File: config.mk
export PLATFORM = sky130hd
export DESIGN_NAME = exec_unit_top
export DESIGN_NICKNAME = d
export VERILOG_FILES = /design/src/exec_pkg.sv /design/src/alu.sv /design/src/alu_regs.sv /design/src/exec_unit_top.sv /design/src/nibble_multiplier.sv
export SDC_FILE = /design/constraint.sdc
export NUM_CORES = 1
export LEC_CHECK = 0
export BUFFER_PORTS_ARGS = -buffer_cell sky130_fd_sc_hd__buf_2
export CELL_PAD_IN_SITES_DETAIL_PLACEMENT = 1
export CELL_PAD_IN_SITES_GLOBAL_PLACEMENT = 2
export CORE_ASPECT_RATIO = 1.5
export CORE_MARGIN = 5
export CORE_UTILIZATION = 40
export CTS_CLUSTER_SIZE = 10
export DETAILED_ROUTE_END_ITERATION = 6
export PLACE_DENSITY = 0.92
export SYNTH_ARGS = -nofsm -noshare
export SYNTH_HDL_FRONTEND = slang
export SYNTH_SLANG_ARGS = --single-unit
File: constraint.sdc
create_clock -name clk -period 12.98 [get_ports clk]
set_input_delay 0 -clock clk [delete_from_list [all_inputs] [get_ports clk]]
set_output_delay 0 -clock clk [all_outputs]
set_load 0.005 [all_outputs]
File: src/exec_pkg.sv
// The datapath is fixed at 32 bits by the Wishbone port and byte selects are carried but never used
package exec_pkg;

  // Width of operands, results and the bus data path
  localparam int data_width = 32;

  // Operation codes as written to the control register
  typedef enum logic [1:0] {
    op_add  = 2'd0,
    op_sub  = 2'd1,
    op_mul  = 2'd2,
    op_rsvd = 2'd3
  } alu_op_e;

  // Word index taken from address bits 3:2
  typedef enum logic [1:0] {
    reg_operand_a = 2'd0,
    reg_operand_b = 2'd1,
    reg_control   = 2'd2,
    reg_result    = 2'd3
  } reg_idx_e;

  // Bit positions of the flags in the status word, the op code sits in bits 1:0
  localparam int status_busy_bit  = 31;
  localparam int status_zero_bit  = 30;
  localparam int status_carry_bit = 29;

  // Wishbone classic request from the host
  typedef struct packed {
    logic                  cyc;
    logic                  stb;
    logic                  we;
    logic [3:0]            adr;
    logic [data_width-1:0] dat_w;
    logic [3:0]            sel;
  } wb_req_t;

  // Wishbone classic response to the host
  typedef struct packed {
    logic                  ack;
    logic [data_width-1:0] dat_r;
  } wb_rsp_t;

  // Operation and operands handed to the ALU with the start pulse
  typedef struct packed {
    alu_op_e               op;
    logic [data_width-1:0] a;
    logic [data_width-1:0] b;
  } alu_req_t;

  // Registered result, flags and busy state returned by the ALU
  typedef struct packed {
    logic [data_width-1:0] result;
    logic                  zero;
    logic                  carry;
    logic                  busy;
  } alu_rsp_t;

endpackage

File: src/alu.sv
// Start is only honoured while idle and the multiply clears the carry flag
`timescale 1ns/1ps

module alu #(
  parameter int NIBBLE_WIDTH = 4
) (
  input  logic               clk,
  input  logic               reset,
  input  logic               start,
  input  exec_pkg::alu_req_t req,
  output exec_pkg::alu_rsp_t rsp
);
  import exec_pkg::*;

  typedef enum logic [1:0] {
    st_idle,
    st_addsub,
    st_mul
  } state_e;

  state_e                state;
  logic [data_width-1:0] result_q;
  logic                  zero_q;
  logic                  carry_q;
  logic                  is_sub;
  logic [data_width-1:0] b_eff;
  logic [data_width:0]   sum;
  logic                  mul_start;
  logic                  mul_done;
  logic [data_width-1:0] product;

  // Subtract is add with the second operand inverted and carry in set
  // Carry out then reads as no borrow
  assign is_sub = (req.op == op_sub);
  assign b_eff  = is_sub ? ~req.b : req.b;
  assign sum    = {1'b0, req.a} + {1'b0, b_eff} + {{data_width{1'b0}}, is_sub};

  // The multiplier only sees a start when the FSM is free to wait for it
  assign mul_start = start & (state == st_idle) & (req.op == op_mul);

  nibble_multiplier #(
    .NIBBLE_WIDTH(NIBBLE_WIDTH)
  ) u_mul (
    .clk         (clk),
    .reset       (reset),
    .mul_start   (mul_start),
    .multiplicand(req.a),
    .multiplier  (req.b),
    .product     (product),
    .mul_done    (mul_done)
  );

  always_ff @(posedge clk)
  begin
    if (reset)
    begin
      state    <= st_idle;
      // A cleared result reads back with the zero flag set
      result_q <= '0;
      zero_q   <= 1'b1;
      carry_q  <= 1'b0;
    end
    else
    begin
      case (state)
        st_idle:
        begin
          if (start)
          begin
            case (req.op)
              op_add, op_sub:
              begin
                result_q <= sum[data_width-1:0];
                zero_q   <= (sum[data_width-1:0] == '0);
                carry_q  <= sum[data_width];
                state    <= st_addsub;
              end
              op_mul:
                state <= st_mul;
              // Reserved code starts nothing and keeps result and flags
              default:
                state <= st_idle;
            endcase
          end
        end
        // Add and subtract are already registered, hold busy for one cycle
        st_addsub:
          state <= st_idle;
        st_mul:
        begin
          if (mul_done)
          begin
            result_q <= product;
            zero_q   <= (product == '0);
            carry_q  <= 1'b0;
            state    <= st_idle;
          end
        end
        default:
          state <= st_idle;
      endcase
    end
  end

  assign rsp = '{result: result_q, zero: zero_q, carry: carry_q, busy: (state != st_idle)};

endmodule

File: src/alu_regs.sv
// Every write is a full word since sel is ignored and a control write while busy is dropped
`timescale 1ns/1ps

module alu_regs (
  input  logic               clk,
  input  logic               reset,
  input  exec_pkg::wb_req_t  wb_req,
  input  exec_pkg::alu_rsp_t alu_rsp,
  output exec_pkg::wb_rsp_t  wb_rsp,
  output exec_pkg::alu_req_t alu_req,
  output logic               start
);
  import exec_pkg::*;

  logic                  ack_q;
  logic [data_width-1:0] operand_a;
  logic [data_width-1:0] operand_b;
  alu_op_e               last_op;
  reg_idx_e              idx;
  alu_op_e               write_op;
  logic                  write_cycle;
  logic                  control_write;
  logic [data_width-1:0] status_word;
  logic [data_width-1:0] read_data;

  // Byte address selects one of four words
  assign idx      = reg_idx_e'(wb_req.adr[3:2]);
  assign write_op = alu_op_e'(wb_req.dat_w[1:0]);

  // Writes take effect in the ack cycle while the master still holds the request
  assign write_cycle   = ack_q & wb_req.cyc & wb_req.stb & wb_req.we;
  assign control_write = write_cycle & (idx == reg_control);

  // A busy ALU swallows the control write without starting anything
  assign start = control_write & ~alu_rsp.busy;

  // Ack follows one cycle after the strobe is seen and lasts exactly one cycle
  always_ff @(posedge clk)
  begin
    if (reset)
      ack_q <= 1'b0;
    else
      ack_q <= wb_req.cyc & wb_req.stb & ~ack_q;
  end

  // Operand and op code registers
  always_ff @(posedge clk)
  begin
    if (reset)
    begin
      operand_a <= '0;
      operand_b <= '0;
      last_op   <= op_add;
    end
    else
    begin
      if (write_cycle && (idx == reg_operand_a))
        operand_a <= wb_req.dat_w;
      if (write_cycle && (idx == reg_operand_b))
        operand_b <= wb_req.dat_w;
      // Only an accepted control write updates the op field
      if (start)
        last_op <= write_op;
    end
  end

  // Status word collects the ALU flags and the last accepted op code
  always_comb
  begin
    status_word                   = '0;
    status_word[status_busy_bit]  = alu_rsp.busy;
    status_word[status_zero_bit]  = alu_rsp.zero;
    status_word[status_carry_bit] = alu_rsp.carry;
    status_word[1:0]              = last_op;
  end

  // Read data is valid while ack is high, the result register is read only
  always_comb
  begin
    case (idx)
      reg_operand_a:
        read_data = operand_a;
      reg_operand_b:
        read_data = operand_b;
      reg_control:
        read_data = status_word;
      default:
        read_data = alu_rsp.result;
    endcase
  end

  // The op travels with the start pulse straight from the bus data
  assign alu_req = '{op: write_op, a: operand_a, b: operand_b};
  assign wb_rsp  = '{ack: ack_q, dat_r: read_data};

endmodule

File: src/exec_unit_top.sv
// NIBBLE_WIDTH must be 1, 2, 4 or 8 and sets the multiply latency to 32/NIBBLE_WIDTH cycles
`timescale 1ns/1ps

module exec_unit_top #(
  parameter int NIBBLE_WIDTH = 4
) (
  input  logic              clk,
  input  logic              reset,
  input  exec_pkg::wb_req_t wb_req,
  output exec_pkg::wb_rsp_t wb_rsp
);
  import exec_pkg::*;

  // Request and start from the register block, status back from the ALU
  alu_req_t alu_req;
  alu_rsp_t alu_rsp;
  logic     start;

  // Bus slave holding operands and control
  alu_regs u_regs (
    .clk    (clk),
    .reset  (reset),
    .wb_req (wb_req),
    .alu_rsp(alu_rsp),
    .wb_rsp (wb_rsp),
    .alu_req(alu_req),
    .start  (start)
  );

  // Execution datapath with the serial multiplier inside
  alu #(
    .NIBBLE_WIDTH(NIBBLE_WIDTH)
  ) u_alu (
    .clk  (clk),
    .reset(reset),
    .start(start),
    .req  (alu_req),
    .rsp  (alu_rsp)
  );

endmodule

File: src/nibble_multiplier.sv
// Keeps only the low 32 bits of an unsigned product and NIBBLE_WIDTH must divide 32 evenly
`timescale 1ns/1ps

module nibble_multiplier #(
  parameter int NIBBLE_WIDTH = 4
) (
  input  logic                            clk,
  input  logic                            reset,
  input  logic                            mul_start,
  input  logic [exec_pkg::data_width-1:0] multiplicand,
  input  logic [exec_pkg::data_width-1:0] multiplier,
  output logic [exec_pkg::data_width-1:0] product,
  output logic                            mul_done
);
  import exec_pkg::*;

  // One step per nibble of the multiplier
  localparam int steps       = data_width / NIBBLE_WIDTH;
  localparam int count_width = (steps > 1) ? $clog2(steps) : 1;

  logic                   running;
  logic [count_width-1:0] step_count;
  logic                   last_step;
  logic [data_width-1:0]  mcand_q;
  logic [data_width-1:0]  mplier_q;
  logic [data_width-1:0]  acc_q;
  logic [data_width-1:0]  partial;
  logic [data_width-1:0]  acc_next;

  // Multiplicand times the lowest remaining nibble, truncated to the low word
  assign partial  = mcand_q * data_width'(mplier_q[NIBBLE_WIDTH-1:0]);
  assign acc_next = acc_q + partial;

  assign last_step = (step_count == count_width'(steps - 1));

  // Step counter and run flag
  always_ff @(posedge clk)
  begin
    if (reset)
    begin
      running    <= 1'b0;
      step_count <= '0;
    end
    else if (mul_start)
    begin
      running    <= 1'b1;
      step_count <= '0;
    end
    else if (running)
    begin
      step_count <= step_count + 1'b1;
      // The run ends once the last nibble has been folded in
      if (last_step)
        running <= 1'b0;
    end
  end

  // Shift-and-add datapath
  always_ff @(posedge clk)
  begin
    if (mul_start)
    begin
      mcand_q  <= multiplicand;
      mplier_q <= multiplier;
      acc_q    <= '0;
    end
    else if (running)
    begin
      acc_q    <= acc_next;
      // Next nibble of the multiplier weighs NIBBLE_WIDTH bits more
      mcand_q  <= mcand_q << NIBBLE_WIDTH;
      mplier_q <= mplier_q >> NIBBLE_WIDTH;
    end
  end

  // In the last step the sum including the final partial product is already complete
  // So the caller can capture it on the same edge the run ends
  assign product  = acc_next;
  assign mul_done = running & last_step;

endmodule

==> results of run 1 <==
[where the power goes]
part	switching [W]	internal, W	leakage [nW]
sequential	0.0000104	0.000668	1.72
combinational	0.000256	0.000142	5.33
clock	0.000274	0.000368	0.341
[cell type report]
cell class	instances	area, um2	share of cell area (%)
antenna	1	2.50	0.0144
clock buffer	43	713	4.11
inverter	148	556	3.20
multi-input combinational	1417	9960	57.4
sequential	203	4710	27.1
tap	495	619	3.57
timing repair buffer	117	788	4.54
[critical path: cells and delay by family (launching register included)]
family / cells / cell delay, ns
buffers and inverters: 2 / 0.09
and+or+nand+nor: 5 / 1.83
adders and majority gates: 4 / 1.92
DFF: 1 / 0.97
xor gates and xnor gates: 1 / 0.29
AOI/OAI and AO/OA: 6 / 1.49
[cell usage in the layout (no fill, tap or decap), types with 60 or more instances in the layout]
cell      synthesis  final
buf_2             0     70
mux2i_1          66     66
and2_1          125    125
inv_1           148    148
edfxtp_1         64     64
dfxtp_1         139    138
nor2_1           95     93
o21ai_0          60     60
a21oi_1         132    132
fa_1             87     87
nand2_1         387    387
xnor2_1          69     69
ha_1             68     68
[registers in the layout (all words and copies together) (netlist names)]
register and flops:
u_alu.carry_q 1, u_alu.result_q 32, u_alu.state 2, u_alu.u_mul.acc_q 32
u_alu.u_mul.mcand_q 32, u_alu.u_mul.mplier_q 32, u_alu.u_mul.running 1, u_alu.u_mul.step_count 3
u_alu.zero_q 1, u_regs.ack_q 1, u_regs.last_op 2, u_regs.operand_a 32
u_regs.operand_b 32
[cell families after synthesis]
logic type / Yosys count / synth area share [%]
xor+xnor: 83 / 4.65
flops: 203 / 30.1
buf+inv: 261 / 6.29
mux: 71 / 4.95
compound gates: 374 / 15.7
simple gates: 734 / 21.7
fa+ha+maj: 155 / 16.6
[final timing paths]
| kind | start | to | slack [ns] |
|---|---|---|---|
| setup / recovery | u_alu.u_mul.mplier_q[1]$_DFFE_PP_ | u_alu.zero_q$_SDFFE_PP1P_ | 6.33 |
| hold reg to reg | u_regs.ack_q$_SDFF_PP0_ | u_regs.ack_q$_SDFF_PP0_ | 0.46 |
| hold / removal | reset | u_alu.result_q[3]$_SDFFE_PP0P_ | 0.18 |
| setup reg to reg | u_alu.u_mul.mplier_q[1]$_DFFE_PP_ | u_alu.zero_q$_SDFFE_PP1P_ | 6.33 |
[per-layer routing]
metal | share of wire (%) | wire length (um)
met5 | 0 | 0
met4 | 3.1 | 1450
met3 | 2.1 | 983
met2 | 53 | 25100
met1 | 42 | 19800
[per-stage QoR]
stage                     setup slack (ns)  utilization, %  area (um2)  cells  total power [W]
after global routing                  6.00            45.0       17300   2424          0.00180
after global placement                6.45            42.3       16300   2346          0.00107
after CTS                             6.36            45.0       17300   2423          0.00173
final                                 6.33            45.0       17300   2424          0.00172
after floorplan                       7.52               -       15600   1881         0.000958
after detailed placement              6.37            42.3       16300   2346          0.00108
==> results_dict.tcl, run 1 <==
set metrics [dict create \
    via_per_inst 5.51 \
    place_hpwl_mm 36.1 \
    ir_worst_vdd_v 0.0000909 \
    synth_seq_cells 203 \
    yosysMostFrequentCell "nand2_1" \
    cts_hold_buf 34 \
    core_area_um2 38500 \
    use_met1_pct 26.2 \
    maxCapViolations 0 \
    fin_nets 2111 \
    path_class "flip-flop to flip-flop" \
    initial_utilization_pct 40.6 \
    root_buffer "clkbuf_16" \
    endpoint_kind "flip-flop" \
    firstDrtPassIters 5 \
    cts.repair.resized 0 \
    row_count 88 \
    drt-total-wl_mm 47.3 \
    drc_errors 0 \
    arrival_ns 7.12 \
    hold_path_class "input pin to flip-flop" \
    synth-main-ff-cell "dfxtp_1" \
    path_max_fanout 31 \
    clkTransAtPathRegs_ns 0.07 \
    fillCellCount 4602 \
    whs_path_depth 2 \
    fin_crit_sh_pct 51.2 \
    use_met3_pct 1.27 \
    grt_antenna_before_repair 1 \
    grtUsageTotal_pct 21.8 \
    synthCells 1881 \
    grt_pass1_vias 14500 \
    clkSinkCount 203 \
    slowest_delay_ns 0.97 \
    synth-edff-count 64 \
    power-per-cell-area_nw_per_um2 99.0 \
    finalHoldViolCount 0 \
    cp_slowest_cell "edfxtp_1" \
    routedWlPerCell_um 19.5 \
    relSlewSlack_pct 20.7 \
    max_freq_mhz 150 \
    synth_area_leaders "dfxtp_1, edfxtp_1, fa_1" \
    cts_buffer_depth 3 \
    required_ns 13.45 \
    final_antenna_net_count 0 \
    clock_latency_ns 0.54 \
    synth_fp_nets 2081 \
    period_minus_slack_ns 6.65 \
    crit_path_cell_trace "and2_1 -> fa_1 -> fa_1 -> inv_1 -> fa_1 -> inv_1 -> ha_1 -> o211ai_2 -> o211a_1 -> o31ai_1 -> xor2_1 -> or3_1 -> or4_1 -> or4_1 -> nor4_2 -> a41oi_1 -> o31ai_1 -> a21o_1" \
    finClkSkew_ns 0.0140 \
    syn_area_per_cell_um2 8.31 \
    status "completed" \
    synthTopCellsByCount "nand2_1, inv_1, dfxtp_1, a21oi_1, and2_1" \
    drv_slew 0 \
    post-cts-setup-buffers 0 \
    postSynth.asyncResetShare_pct 0 \
    die_h_um 252 \
    setup_viol 0 \
    die-width_um 171 \
    rsz0062_at_grt "false" \
    yosysWarnings 0 \
    grt_pass1_wl_mm 76.7 \
    drive_gt1_share_pct 7.57 \
    grt_max_degree 108 \
    start_kind "flip-flop" \
    yosys.area.top_type_share_pct 17.8 \
    vias 13400 \
    fin_setup_tns_ns 0 \
    power.leakage_nw 7.39 \
    rr_worst_depth 18 \
    drt_iter0_drc 582 \
    synth_cell_type_count 75 \
    place_congestion 0.912 \
    die-area_um2 43200 \
    yosys.area.top_type "dfxtp_1" \
    tightest_slew_ns 1.19 \
    area.growth.synth_to_final_pct 11.0 \
    synth_area_um2 15600 \
    portBuffers 71 \
    ios 78 \
    yosysSeqAreaShare_pct 30.1 \
    cts_tree "done" \
    use_met2_pct 41.3 \
    timing.hold.ws_ns 0.177 \
    cpMostUsedCell "fa_1" \
    htree_levels 1 \
    grt.overflow.total 0 \
    cts_buffers 24 \
    top_usage_layer "met2" \
]
(Power assumes the default switching activity.)
==> run 2, diff against run 1 <==
--- a/config.mk
+++ b/config.mk
@@ -10,10 +10,10 @@
 export CELL_PAD_IN_SITES_GLOBAL_PLACEMENT = 2
 export CORE_ASPECT_RATIO = 1.5
 export CORE_MARGIN = 5
-export CORE_UTILIZATION = 40
+export CORE_UTILIZATION = 39
 export CTS_CLUSTER_SIZE = 10
 export DETAILED_ROUTE_END_ITERATION = 6
-export PLACE_DENSITY = 0.92
+export PLACE_DENSITY = 0.9
 export SYNTH_ARGS = -nofsm -noshare
 export SYNTH_HDL_FRONTEND = slang
 export SYNTH_SLANG_ARGS = --single-unit
==> constraint.sdc (replaced) <==
create_clock -name clk -period 6.4 [get_ports clk]
set_input_delay 0 -clock clk [delete_from_list [all_inputs] [get_ports clk]]
set_output_delay 0 -clock clk [all_outputs]
set_load 0.005 [all_outputs]
==> results_dict.tcl, run 2 (synthesized netlist as in run 1, its figures left out) <==
set metrics [dict create \
    status "finished, violations left" \
    violations "design-rule violations" \
    cts_buffers 24 \
    num_antenna_cells 0 \
    max_freq_mhz 168 \
    tightest_slew_ns 1.14 \
    drc_errors 11 \
    cts.repair.resized 0 \
    relSlewSlack_pct 24.0 \
    period_minus_slack_ns 5.96 \
    place_hpwl_mm 37.2 \
    layout_common_cells "nand2_1, inv_1, dfxtp_1" \
    grt_pass1_vias 14600 \
    row_count 89 \
    cts_tree "done" \
    die-area_um2 44300 \
    ir_worst_vdd_v 0.000259 \
    fin_nets 2126 \
    drt-total-wl_mm 48.4 \
    finalHoldViolCount 0 \
    reg2reg_from "u_alu.u_mul.mcand_q[3]$_SDFFCE_PN0P_" \
    endpoint_kind "flip-flop" \
    maxCapViolations 0 \
    die-width_um 173 \
    grt_antenna_before_repair 0 \
    rr_worst_depth 18 \
    fin_setup_tns_ns 0 \
    fin_crit_sh_pct 93.2 \
    use_met2_pct 41.5 \
    ios 78 \
    fillCellCount 4703 \
    use_met3_pct 1.45 \
    firstDrtPassIters 7 \
    drive_gt1_share_pct 8.13 \
    clkSinkCount 203 \
    crit_path_start "u_alu.u_mul.mcand_q[3]$_SDFFCE_PN0P_" \
    setup_viol 0 \
    path_max_fanout 6 \
    start_kind "flip-flop" \
    grtUsageTotal_pct 21.6 \
    die_h_um 255 \
    via_per_inst 5.55 \
    drt_iter0_drc 631 \
    rsz0062_at_grt "false" \
    top_usage_layer "met2" \
    final_antenna_net_count 0 \
    cts_buffer_depth 3 \
    routedWlPerCell_um 19.8 \
    grt_max_degree 73 \
    arrival_ns 6.44 \
    initial_utilization_pct 39.5 \
    grt.overflow.total 0 \
    power.leakage_nw 7.45 \
    clock_latency_ns 0.54 \
    path_class "flip-flop to flip-flop" \
    hold_path_class "input pin to flip-flop" \
    root_buffer "clkbuf_16" \
    cp-endpoint "u_alu.zero_q$_SDFFE_PP1P_" \
    final_common_cell "nand2_1" \
    portBuffers 71 \
    use_met1_pct 25.5 \
    grt_pass1_wl_mm 78.3 \
    place_congestion 0.905 \
    area.growth.synth_to_final_pct 11.7 \
    rrSetupSlack_ns 0.44 \
    vias 13600 \
    core_area_um2 39500 \
    finClkSkew_ns 0.0338 \
    drv_slew 0 \
    multiInputGateArea_um2 9960 \
    clkTransAtPathRegs_ns 0.07 \
    timing.rr.end "u_alu.zero_q$_SDFFE_PP1P_" \
    regArea_um2 4710 \
    htree_levels 1 \
    power-per-cell-area_nw_per_um2 200 \
    required_ns 6.87 \
    timing.hold.ws_ns 0.130 \
]
## run 2: worst min-delay path by stage
stage,start,endpoint,depth (start not counted)
2_1_floorplan,wb_req[42],u_regs.ack_q$_SDFF_PP0_,2
3_3_place_gp,wb_req[42],u_regs.ack_q$_SDFF_PP0_,3
3_5_place_dp,wb_req[42],u_regs.ack_q$_SDFF_PP0_,3
4_1_cts,wb_req[38],u_alu.state[0]$_SDFFE_PP0P_,4
5_1_grt,wb_req[38],u_alu.state[0]$_SDFFE_PP0P_,4
6_report,wb_req[38],u_alu.state[0]$_SDFFE_PP0P_,4
## run 2: area by class of cell
cell class	instances	area share, %
Clock buffer	43	3.97
Timing Repair Buffer	132	5.19
Inverter	148	3.18
Multi-Input combinational cell	1417	57.1
Tap cell	500	3.58
Sequential cell	203	27.0
Clock inverter	1	0.0358
## run 2: critical path, cell delays in order, from the launching register on
cell      delay (ns)
edfxtp_1        0.45
and2_1          0.22
fa_1            0.50
fa_1            0.54
inv_1           0.05
fa_1            0.53
inv_1           0.04
ha_1            0.40
o211ai_2        0.17
o211a_1         0.30
o31ai_1         0.55
xor2_1          0.25
or3_1           0.40
or4_1           0.40
or4_1           0.49
nor4_2          0.20
a41oi_1         0.15
o31ai_1         0.12
a21o_1          0.14
## run 2: routing by layer
| metal | share of wire, % | wire length [um] | vias up |
|---|---|---|---|
| li1 | - | - | 6452 |
| met1 | 41 | 19800 | 6801 |
| met2 | 53 | 25700 | 231 |
| met3 | 2.7 | 1290 | 73 |
| met4 | 3.2 | 1530 | 0 |
| met5 | 0 | 0 | - |
## run 2: repair_timing
| item | 4_1_cts | 5_1_grt |
|---|---|---|
| endpoints found under the hold margin | 68 | 0 |
| hold buffers | 36 | 0 |
| buffers inserted | 0 | 0 |
## run 2: power by group
group | internal, W | leakage [nW] | switching (W) | total, W
logic | 0.000313 | 5.40 | 0.000534 | 0.000847
clock network | 0.000727 | 0.334 | 0.000551 | 0.00128
registers | 0.00135 | 1.72 | 0.0000204 | 0.00138
## run 2: metrics by stage
| stage | area (um2) | instances | util, % | setup slack [ns] | power [W] |
|---|---|---|---|---|---|
| global route | 17500 | 2444 | 44.2 | 0.113 | 0.00366 |
| CTS | 17500 | 2444 | 44.2 | 0.419 | 0.00353 |
| finish | 17500 | 2444 | 44.2 | 0.437 | 0.00350 |
| detailed placement | 16400 | 2364 | 41.5 | 0.431 | 0.00222 |
| global placement | 16400 | 2364 | 41.5 | 0.482 | 0.00220 |
| floorplan | 15600 | 1881 | - | 0.943 | 0.00194 |
